## config.mk

```make
export PLATFORM = sky130hd
export DESIGN_NAME = operand_regs_flat
export DESIGN_NICKNAME = d
export VERILOG_FILES = /design/src/hw/cpu_pkg.sv /design/src/hw/cpu_ctrl_if.sv /design/src/hw/operand_regs.sv /design/src/flat_wrapper.sv
export SDC_FILE = /design/constraint.sdc
export NUM_CORES = 1
export LEC_CHECK = 0
export BUFFER_PORTS_ARGS = -buffer_cell sky130_fd_sc_hd__buf_2
export CORE_MARGIN = 1
export CORE_UTILIZATION = 52
export CTS_CLUSTER_DIAMETER = 40
export DETAILED_ROUTE_END_ITERATION = 10
export MAX_ROUTING_LAYER = met4
export PLACE_DENSITY = 0.76
export SLEW_MARGIN = 20
export SYNTH_ARGS = -nofsm -noshare
export SYNTH_HDL_FRONTEND = slang
export SYNTH_SLANG_ARGS = --single-unit
```

## constraint.sdc

```tcl
create_clock -name clk -period 2.18 [get_ports clk]
set_input_delay 0.109 -clock clk [delete_from_list [all_inputs] [get_ports clk]]
set_output_delay 0.109 -clock clk [all_outputs]
set_load 0.01 [all_outputs]
```

## src/hw/cpu_pkg.sv

```systemverilog
package cpu_pkg;

    localparam int DATA_W     = 16;
    localparam int REG_ADDR_W = 3;

    typedef logic [DATA_W-1:0]     word_t;
    typedef logic [REG_ADDR_W-1:0] reg_idx_t;

    // top three bits of the instruction, anything else runs as a no-op
    typedef enum logic [2:0] {
        OP_ALU  = 3'b101,
        OP_MOV  = 3'b110,
        OP_HALT = 3'b111
    } opcode_e;

    typedef enum logic [1:0] {
        ALU_ADD = 2'b00,
        ALU_AND = 2'b10,
        ALU_MVN = 2'b11
    } alu_op_e;

    // same field, read under OP_MOV
    localparam alu_op_e MOV_REG = ALU_ADD;
    localparam alu_op_e MOV_IMM = ALU_AND;

    typedef enum logic [1:0] {
        SH_NONE = 2'b00,
        SH_LSL  = 2'b01,
        SH_LSR  = 2'b10,
        SH_ASR  = 2'b11
    } shift_e;

    typedef enum logic [1:0] {
        SEL_RM = 2'b00,
        SEL_RD = 2'b01,
        SEL_RN = 2'b10
    } reg_sel_e;

    typedef enum logic {
        WB_RESULT = 1'b0, // register C
        WB_IMM8   = 1'b1
    } wb_sel_e;

    typedef enum logic [2:0] {
        FETCH, DECODE, LOAD_A, LOAD_B, EXEC, WRITE, HALT
    } state_e;

    typedef struct packed {
        opcode_e    opcode;
        alu_op_e    op;
        reg_idx_t   rn;
        logic [7:0] imm8;
    } instr_imm_t;

    typedef struct packed {
        opcode_e  opcode;
        alu_op_e  op;
        reg_idx_t rn;
        reg_idx_t rd;
        shift_e   shift;
        reg_idx_t rm;
    } instr_reg_t;

    typedef union packed {
        instr_imm_t imm;
        instr_reg_t rg;
    } instr_u;

endpackage
```

## src/hw/cpu_ctrl_if.sv

```systemverilog
interface cpu_ctrl_if;

    cpu_pkg::reg_sel_e reg_sel; // which field addresses the register file
    cpu_pkg::wb_sel_e  wb_sel;
    logic              w_en;
    logic              en_a;
    logic              en_b;
    logic              en_c;
    logic              sel_a;   // forces alu input a to zero
    cpu_pkg::alu_op_e  alu_op;

    modport seq (
        output reg_sel, wb_sel, w_en,
        output en_a, en_b, en_c,
        output sel_a, alu_op
    );

    modport dp (
        input reg_sel, wb_sel, w_en,
        input en_a, en_b, en_c,
        input sel_a, alu_op
    );

endinterface

```

## src/hw/operand_regs.sv

```systemverilog
module operand_regs (
    input  logic              clk,
    input  cpu_pkg::reg_idx_t reg_idx,
    input  cpu_pkg::word_t    imm8_sx,
    input  cpu_pkg::word_t    result,
    cpu_ctrl_if.dp            ctrl,
    output cpu_pkg::word_t    a_val,
    output cpu_pkg::word_t    b_val
);

    localparam int NUM_REGS = 2**cpu_pkg::REG_ADDR_W;

    cpu_pkg::word_t rf [NUM_REGS];
    cpu_pkg::word_t rd_data;
    cpu_pkg::word_t wb_data;

    assign rd_data = rf[reg_idx]; // combinational read port
    assign wb_data = (ctrl.wb_sel == cpu_pkg::WB_IMM8) ? imm8_sx : result;

    // single port, read and write share reg_idx
    always_ff @(posedge clk) begin
        if (ctrl.w_en) begin
            rf[reg_idx] <= wb_data;
        end
    end

    always_ff @(posedge clk) begin
        if (ctrl.en_a) begin
            a_val <= rd_data;
        end
    end

    always_ff @(posedge clk) begin
        if (ctrl.en_b) begin
            b_val <= rd_data;
        end
    end

endmodule

```

## src/flat_wrapper.sv

```systemverilog
// flat-port wrapper written by rule: the top's interface ports become plain ports
module operand_regs_flat 
  (clk, reg_idx, imm8_sx, result, a_val, b_val, ctrl_reg_sel, ctrl_wb_sel, ctrl_w_en, ctrl_en_a, ctrl_en_b, ctrl_en_c, ctrl_sel_a, ctrl_alu_op);
  cpu_ctrl_if ctrl_i ();
  input  logic clk;
  input  cpu_pkg::reg_idx_t reg_idx;
  input  cpu_pkg::word_t imm8_sx;
  input  cpu_pkg::word_t result;
  output cpu_pkg::word_t a_val;
  output cpu_pkg::word_t b_val;
  input wire logic [$bits(ctrl_i.reg_sel)-1:0] ctrl_reg_sel;
  input wire logic [$bits(ctrl_i.wb_sel)-1:0] ctrl_wb_sel;
  input wire logic [$bits(ctrl_i.w_en)-1:0] ctrl_w_en;
  input wire logic [$bits(ctrl_i.en_a)-1:0] ctrl_en_a;
  input wire logic [$bits(ctrl_i.en_b)-1:0] ctrl_en_b;
  input wire logic [$bits(ctrl_i.en_c)-1:0] ctrl_en_c;
  input wire logic [$bits(ctrl_i.sel_a)-1:0] ctrl_sel_a;
  input wire logic [$bits(ctrl_i.alu_op)-1:0] ctrl_alu_op;
  assign ctrl_i.reg_sel = ctrl_reg_sel;
  assign ctrl_i.wb_sel = ctrl_wb_sel;
  assign ctrl_i.w_en = ctrl_w_en;
  assign ctrl_i.en_a = ctrl_en_a;
  assign ctrl_i.en_b = ctrl_en_b;
  assign ctrl_i.en_c = ctrl_en_c;
  assign ctrl_i.sel_a = ctrl_sel_a;
  assign ctrl_i.alu_op = ctrl_alu_op;
  operand_regs u_core (.clk(clk), .reg_idx(reg_idx), .imm8_sx(imm8_sx), .result(result), .ctrl(ctrl_i), .a_val(a_val), .b_val(b_val));
endmodule
```

==> impl_metrics.json, run 1 <==
{
  "synthToLayoutAreaGrowth_pct": 20.13,
  "syn_inst": 314,
  "min_period_over_period_pct": 64.35,
  "drv_slew": 0,
  "gr-total-overflow": 0,
  "start_util_pct": 53.45,
  "synthDistinctLibCells": 22,
  "synth_area_sq_mm": 0.006130,
  "outcome": "completed",
  "yosysMostFrequentCell": "edfxtp_1",
  "cts_inserted_buffers": 17,
  "fin_crit_ns": 1.403,
  "cp_max_fo": 2,
  "hold_class": "in -> reg",
  "final_area_sq_mm": 0.007363,
  "num_vias": 3181,
  "clk_pin_slew_ns": 0.06,
  "crit_arrival_ns": 1.57,
  "drive_above_1_share_pct": 36.97,
  "skew_ns": 0.01029,
  "fin_tns_setup_ns": 0,
  "cts_buffer_depth": 2,
  "grt_pass1_vias": 3343,
  "dp_hpwl_mm": 7.477,
  "async_flop_share_pct": 0,
  "ir_worst_vdd_v": 0.0006826,
  "coreArea_sq_mm": 0.01147,
  "viasPerCell": 5.630,
  "placed_area_sq_mm": 0.006763,
  "fp.dieW_um": 110.6,
  "portBuffers": 71,
  "synth_top_area_cell": "edfxtp_1",
  "htreeDepth": 4,
  "netlist.area_leader.share_pct": 78.38,
  "synth_edf_count": 160,
  "drv_cap": 0,
  "p_leak_uw": 0.002656,
  "place_congestion": 0.7613,
  "relSlewSlack_pct": 47.48,
  "antenna_found_initial": 0,
  "wirelength_mm": 11.38,
  "hold_viol_final": 0,
  "synth.area.top_cells": "edfxtp_1 (78%), mux4_2 (4.4%), mux2_2 (3.7%), mux2i_1 (3.3%), o32a_1 (1.6%)",
  "ys_seq_elements": 160,
  "worstSetupStartpointType": "flop",
  "crit_required_ns": 2.35,
  "fin_nets": 456,
  "cts_tree": "done",
  "syn_nets": 360,
  "num_io_pins": 78,
  "grt_setup_unrepaired": "false",
  "cts_sinks": 160,
  "multi_input_area_sq_mm": 0.001202,
  "fmax_mhz": 712.8,
  "postCtsHoldBufs": 0,
  "synth_flop_cell": "edfxtp_1",
  "dieArea_sq_mm": 0.01223,
  "diodes": 0,
  "initialDrtViolationCount": 314,
  "root_buffer": "clkbuf_16",
  "power-per-cell-area_mw_per_mm2": 956.9,
  "yosysWarnings": 0,
  "drc": 0,
  "die_y_um": 110.6,
  "cts_setup_buffers": 0,
  "seq_area_sq_mm": 0.004805,
  "cts_resized": 0,
  "avgSynthCellArea_sq_um": 19.52,
  "fp-row-count": 39,
  "routedWlPerCell_um": 20.14,
  "grt_pass1_wl_mm": 17.86,
  "insertion_delay_ns": 0.42,
  "fill_cells": 731,
  "grt_usage_pct": 20.67,
  "setup_viol": 0,
  "synthTopCellsByCount": "edfxtp_1 (160), mux2_2 (20), mux2i_1 (20)",
  "synth-seq-area-share_pct": 78.38,
  "tightest_slew_ns": 0.7849,
  "end_kind": "flop",
  "firstDrtPassIters": 4,
  "crit_type": "reg -> reg",
  "grt_max_degree": 21,
  "postRouteAntennaNets": 0
}
-- area by class of cell --
cell class	count	share of cell area, %
multi-input combinational	125	16.33
timing repair buffer	95	7.273
inverter	11	0.5607
tap	143	2.430
sequential	160	65.25
clock inverter	11	2.226
clock buffer	20	5.930
-- metal layers --
metal | share of wire (%) | up-vias | GRT usage, %
li1 | - | 1460 | -
met1 | 41 | 1576 | 25.32
met2 | 51 | 125 | 32.01
met3 | 5.9 | 20 | 5.488
met4 | 1.9 | 0 | 10.31
met5 | 0 | - | -
-- worst max-delay path, cell delays in order, from the launching register on --
cell and delay (ns):
edfxtp_1 0.39, mux4_2 0.47, mux2_2 0.29
-- power breakdown --
group | switching (uW) | internal (uW) | total (uW)
Combinational | 271 | 188 | 459
Sequential | 29.7 | 3560 | 3590
Clock | 1090 | 1900 | 3000
-- cells by family after synthesis --
logic type,Yosys count,share of synthesized area (%)
AOI/OAI and AO/OA,50,6.450
buffers and inverters,29,2.164
DFF,160,78.38
muxes,52,11.35
and+or+nand+nor,23,1.654
-- path summary, 6_finish.rpt --
| path | from | slack [ns] | depth (start not counted) | endpoint |
|---|---|---|---|---|
| worst min-delay path | result[8] | 0.1 | 2 | u_core.rf[4][8]$_DFFE_PP_ |
| worst max register to register | u_core.rf[0][9]$_DFFE_PP_ | 0.78 | 2 | u_core.b_val[9]$_DFFE_PP_ |
| worst min register to register | u_core.rf[1][4]$_DFFE_PP_ | 0.74 | 2 | u_core.b_val[4]$_DFFE_PP_ |
| worst max-delay path | u_core.rf[0][9]$_DFFE_PP_ | 0.78 | 2 | u_core.b_val[9]$_DFFE_PP_ |
-- layout by cell type, fill, tap and decap left out, types with 4 or more instances in the layout --
cell and instances:
inv_1 10, o32a_1 10, buf_4 24, o211ai_1 10
mux2_2 20, a22oi_1 10, a211o_1 10, nor2_1 6
clkbuf_16 17, a21oi_1 7, bufinv_16 4, buf_2 71
nand2_1 10, mux2i_1 20, edfxtp_1 160, mux4_2 12
-- flip-flops by register name, summed over array words and instances (netlist names) --
name,count
u_core.b_val,16
u_core.rf,128
u_core.a_val,16
-- stage by stage --
stage,instances,utilization (%),setup slack [ns],hold slack [ns],total power [uW]
2_1_floorplan,314,-,0.1657,0.2215,3920
3_3_place_gp,534,58.97,0.4339,0.5170,4090
3_5_place_dp,534,58.97,0.3951,0.5188,4114
4_1_cts,565,64.21,0.7743,0.08615,7087
5_1_grt,565,64.21,0.7081,0.1027,7237
6_report,565,64.21,0.7771,0.09710,7046
No activity file was read; power rests on OpenSTA's default activity.
==> run 2, diff against run 1 <==
==> constraint.sdc (replaced) <==
create_clock -name clk -period 1.2 [get_ports clk]
set_input_delay 0.06 -clock clk [delete_from_list [all_inputs] [get_ports clk]]
set_output_delay 0.06 -clock clk [all_outputs]
set_load 0.01 [all_outputs]
==> run 2 against run 1 <==
Cell count increased by 3.5%. Sequential power grew 82%. Wire length rose by 5.1%. Worst hold slack got worse by 0.033 ns. Maximum frequency is 1.4% higher. First-iteration DRC count is 8.9% lower. Critical path depth stayed put. Combinational power is 120% higher. Largest cell class unchanged. Die area unchanged. The run now ends with negative setup slack left.
==> impl_metrics.json, run 2 (same netlist as run 1, synthesis figures left out) <==
{
  "coreArea_sq_mm": 0.01147,
  "p_leak_uw": 0.002807,
  "num_io_pins": 78,
  "drv_slew": 0,
  "fill_cells": 720,
  "grt_max_degree": 22,
  "mostFrequentLayoutCells": "edfxtp_1 (160), buf_2 (71), buf_4 (30)",
  "antenna_found_initial": 0,
  "cpMaxStageDelayCell": "mux4_2",
  "layoutNonFillerInstCount": 585,
  "grt_pass1_wl_mm": 18.14,
  "firstDrtPassIters": 4,
  "initialDrtViolationCount": 286,
  "drive_above_1_share_pct": 44.34,
  "violations": "negative setup slack",
  "cts_inserted_buffers": 17,
  "grt_usage_pct": 21.18,
  "clk_pin_slew_ns": 0.06,
  "fp-row-count": 39,
  "viasPerCell": 5.732,
  "top_register": "u_core.rf",
  "diodes": 0,
  "relSlewSlack_pct": 72.56,
  "slowest_delay_ns": 0.47,
  "drv_cap": 0,
  "dp_hpwl_mm": 7.912,
  "postRouteAntennaNets": 0,
  "dieArea_sq_mm": 0.01223,
  "htreeDepth": 4,
  "grt_setup_unrepaired": "true",
  "cts_sinks": 160,
  "place_congestion": 0.7609,
  "min_period_over_period_pct": 115.2,
  "fin_util_pct": 67.79,
  "die_y_um": 110.6,
  "num_vias": 3353,
  "largest_reg_flops": 128,
  "final_area_sq_mm": 0.007774,
  "hold_class": "in -> reg",
  "end_kind": "flop",
  "dpl_worst_slack_ns": -0.2137,
  "crit_type": "reg -> reg",
  "fin_crit_ns": 1.383,
  "cts_buffer_depth": 2,
  "critPathTopFamily": "multiplexers",
  "root_buffer": "clkbuf_16",
  "fp.dieW_um": 110.6,
  "path_cells": "mux4_2 -> mux2_4",
  "finalWorstSetupSlack_ns": -0.1829,
  "synthToLayoutAreaGrowth_pct": 26.82,
  "gr-total-overflow": 0,
  "fin_nets": 475,
  "cts_tree": "done",
  "placed_cells": 555,
  "start_util_pct": 53.45,
  "final_common_cell": "edfxtp_1",
  "multi_input_area_sq_mm": 0.001340,
  "wirelength_mm": 11.96,
  "setup_viol": 12,
  "routedWlPerCell_um": 20.45,
  "grt_pass1_vias": 3294,
  "outcome": "finished with violations",
  "insertion_delay_ns": 0.42,
  "crit_required_ns": 1.36,
  "skew_ns": 0.006373,
  "drc": 0,
  "power-per-cell-area_mw_per_mm2": 1624,
  "tightest_slew_ns": 0.4117,
  "path_buf_inv": 0,
  "fmax_mhz": 723.1,
  "cp_max_fo": 2,
  "ir_worst_vdd_v": 0.001198,
  "seq_area_sq_mm": 0.004805,
  "worstSetupStartpointType": "flop",
  "placed_area_sq_mm": 0.007177,
  "crit_arrival_ns": 1.55,
  "portBuffers": 71,
  "hold_viol_final": 0,
  "finalHoldWorstSlack_ns": 0.06386,
  "biggestRegsByFlops": "u_core.rf x128, u_core.a_val x16, u_core.b_val x16"
}
-- run 2: changes by cell type in the layout (fill, tap and decap cells not counted), moves of 6 or more --
cell     delta
buf_12     +13
buf_4       +6
nand2_1     -9
nand2_2     +6
nor2_1      -6
nor2_4      +6
-- run 2: final cells by class --
cell class	instances	share of cell area, %
multi-input combinational	125	17.24
sequential	160	61.81
clock buffer	18	5.521
tap	143	2.302
timing repair buffer	114	10.82
clock inverter	14	1.787
inverter	11	0.5311
-- run 2: what timing repair did --
action,4_1_cts,5_1_grt
endpoints found under the setup margin,16,20
gates resized for setup,4,9
pin swaps,4,3
hold buffers,0,0
setup buffers,0,0
-- run 2: metal layers --
metal	global-route usage, %	routed length [um]	vias to the layer above
li1	-	-	1507
met1	28.06	5283	1686
met2	32.34	5845	144
met3	5.049	668	16
met4	7.644	165	0
met5	-	0	-
-- run 2: path summary, 6_finish.rpt --
| kind | cells after the start | from | slack, ns | to |
|---|---|---|---|---|
| hold reg to reg | 2 | u_core.rf[0][2]$_DFFE_PP_ | 0.70 | u_core.b_val[2]$_DFFE_PP_ |
| setup / recovery | 2 | u_core.rf[7][12]$_DFFE_PP_ | -0.18 | u_core.b_val[12]$_DFFE_PP_ |
| hold / removal | 2 | imm8_sx[14] | 0.06 | u_core.rf[5][14]$_DFFE_PP_ |
| setup reg to reg | 2 | u_core.rf[7][12]$_DFFE_PP_ | -0.18 | u_core.b_val[12]$_DFFE_PP_ |
-- run 2: power by group --
part           internal [uW]  switching (uW)
clock network           3050            2060
logic                    443             549
registers               6470            57.5
-- run 2: per-stage QoR --
| stage | power (uW) | setup TNS, ns |
|---|---|---|
| after floorplan | 7186 | -9.385 |
| after global placement | 7577 | -10.78 |
| after detailed placement | 7618 | -14.41 |
| after CTS | 12670 | -1.606 |
| after global routing | 13000 | -2.048 |
| final | 12620 | -1.617 |
==> run 3, diff against run 2 <==
--- a/config.mk
+++ b/config.mk
@@ -5,13 +5,16 @@
 export SDC_FILE = /design/constraint.sdc
 export NUM_CORES = 1
 export LEC_CHECK = 0
+export ABC_CLOCK_PERIOD_IN_PS = 1200
 export BUFFER_PORTS_ARGS = -buffer_cell sky130_fd_sc_hd__buf_2
+export CORE_ASPECT_RATIO = 0.8
 export CORE_MARGIN = 1
 export CORE_UTILIZATION = 52
 export CTS_CLUSTER_DIAMETER = 40
 export DETAILED_ROUTE_END_ITERATION = 10
 export MAX_ROUTING_LAYER = met4
 export PLACE_DENSITY = 0.76
+export RECOVER_POWER = 50
 export SLEW_MARGIN = 20
 export SYNTH_ARGS = -nofsm -noshare
 export SYNTH_HDL_FRONTEND = slang
==> run 3 against run 2 <==
The run still ends with negative setup slack left. Clock-buffer cell count stayed put. Utilization is 0.24 points higher. Clock skew is 0.0021 ns higher. Critical endpoint is now u_core.a_val[1]$_DFFE_PP_. Non-clock buffer count is 1 higher. Sequential cell count stayed put. Worst hold slack better by 0.045 ns. Power is 2.3% higher. Highest routed layer unchanged. Maximum frequency is 2.8% lower. Die area hardly changed. First-iteration DRC count is 11% higher.
==> impl_metrics.json, run 3 (same netlist as run 1, synthesis figures left out) <==
{
  "outcome": "finished with violations",
  "violations": "negative setup slack",
  "start_util_pct": 53.22,
  "fp.dieW_um": 123.4,
  "cts_inserted_buffers": 17,
  "final_common_cell": "edfxtp_1",
  "cp_max_fo": 2,
  "rrSetupSlack_ns": -0.22,
  "diodes": 0,
  "fin_util_pct": 68.03,
  "setup_viol": 12,
  "place_congestion": 0.7706,
  "firstDrtPassIters": 5,
  "r2r-end": "u_core.a_val[1]$_DFFE_PP_",
  "final_area_sq_mm": 0.007835,
  "clk_pin_slew_ns": 0.07,
  "hold_viol_final": 0,
  "fin_nets": 476,
  "use_met2_pct": 34.98,
  "num_io_pins": 78,
  "tightest_slew_ns": 0.8841,
  "grt_util_met3_pct": 5.218,
  "htreeDepth": 4,
  "num_vias": 3358,
  "fin_crit_ns": 1.423,
  "critPathCapture": "u_core.a_val[1]$_DFFE_PP_",
  "cts_buffer_depth": 2,
  "power-per-cell-area_mw_per_mm2": 1647,
  "cts_sinks": 160,
  "grt_max_degree": 18,
  "coreArea_sq_mm": 0.01152,
  "ir_worst_vdd_v": 0.001065,
  "cts_tree": "done",
  "postRouteAntennaNets": 0,
  "cts_setup_buffers": 0,
  "fin_tns_setup_ns": -2.009,
  "hold_class": "in -> reg",
  "relSlewSlack_pct": 41.06,
  "end_kind": "flop",
  "dp_hpwl_mm": 8.093,
  "mostFrequentLayoutCells": "edfxtp_1 (160), buf_2 (69), buf_4 (25)",
  "portBuffers": 71,
  "crit_arrival_ns": 1.60,
  "reg2reg_depth": 2,
  "wirelength_mm": 12.42,
  "p_leak_uw": 0.002838,
  "busiest_layer": "met2",
  "skew_ns": 0.008481,
  "worstSetupStartpointType": "flop",
  "fp-row-count": 35,
  "top_register": "u_core.rf",
  "antenna_found_initial": 0,
  "min_period_over_period_pct": 118.6,
  "synthToLayoutAreaGrowth_pct": 27.82,
  "biggestRegsByFlops": "u_core.rf x128, u_core.a_val x16, u_core.b_val x16",
  "routedWlPerCell_um": 21.01,
  "finalWorstSetupSlack_ns": -0.2227,
  "crit_type": "reg -> reg",
  "p_total_uw": 12910,
  "viasPerCell": 5.682,
  "largest_reg_flops": 128,
  "use_met1_pct": 30.12,
  "die_y_um": 99.11,
  "grt_setup_unrepaired": "true",
  "dieArea_sq_mm": 0.01223,
  "drv_slew": 0,
  "setup.worst_path.start": "u_core.rf[5][1]$_DFFE_PP_",
  "root_buffer": "clkbuf_16",
  "grt_pass1_wl_mm": 18.83,
  "r2r-start": "u_core.rf[5][1]$_DFFE_PP_",
  "fmax_mhz": 702.9,
  "drive_above_1_share_pct": 40.63,
  "placed_area_sq_mm": 0.007256,
  "insertion_delay_ns": 0.42,
  "crit_required_ns": 1.38,
  "grt_usage_pct": 22.98,
  "grt_pass1_vias": 3290,
  "gr-total-overflow": 0,
  "drc": 0,
  "drv_cap": 0,
  "initialDrtViolationCount": 318
}
==> run 3: report_power, final <==
group | switching (uW) | internal (uW) | total, uW
sequential | 61.2 | 6470 | 6530
combinational | 557 | 440 | 998
clock | 2240 | 3130 | 5380
total | 2860 | 10000 | 12900
==> run 3: stage by stage <==
step | hold WS (ns) | setup slack, ns | std cells
floorplan | 0.1725 | -0.1842 | 314
global placement | 0.4680 | -0.1948 | 563
detailed placement | 0.4668 | -0.2318 | 563
CTS | 0.03695 | -0.2458 | 591
global route | 0.1241 | -0.2469 | 591
finish | 0.1093 | -0.2227 | 591
==> run 3: layout make-up <==
class / instances / area (sq um)
Fill cell: 747 / 3682
Clock buffer: 18 / 429.2
Inverter: 11 / 41.29
Clock inverter: 14 / 166.4
Sequential cell: 160 / 4805
Multi-Input combinational cell: 125 / 1334
Timing Repair Buffer: 115 / 874.6
Tap cell: 148 / 185.2
==> run 3: how the worst min path moves through the flow <==
| stage | from | endpoint | cells after the start |
|---|---|---|---|
| after detailed placement | u_core.b_val[0]$_DFFE_PP_ | b_val[0] | 1 |
| after CTS | result[12] | u_core.rf[6][12]$_DFFE_PP_ | 2 |
| after global routing | imm8_sx[12] | u_core.rf[6][12]$_DFFE_PP_ | 2 |
| after global placement | u_core.a_val[11]$_DFFE_PP_ | a_val[11] | 1 |
| final | result[13] | u_core.rf[1][13]$_DFFE_PP_ | 2 |
| after floorplan | ctrl_en_a | u_core.a_val[0]$_DFFE_PP_ | 0 |
==> run 3: critical path, cell delays in order, from the launching register on <==
cell      delay [ns]
edfxtp_1        0.39
mux4_2          0.50
mux2_4          0.29
==> run 3: layer usage <==
metal	vias to the layer above	share of wire, %	wire (um)
li1	1506	-	-
met3	18	6.6	818
met1	1668	43	5394
met4	0	1.3	161
met5	-	0	0
met2	166	49	6043
==> run 3: what timing repair did <==
action | CTS | global route
hold buffers | 0 | 0
pin swaps | 10 | 6
gates resized for setup | 8 | 5
setup endpoints to repair | 20 | 22
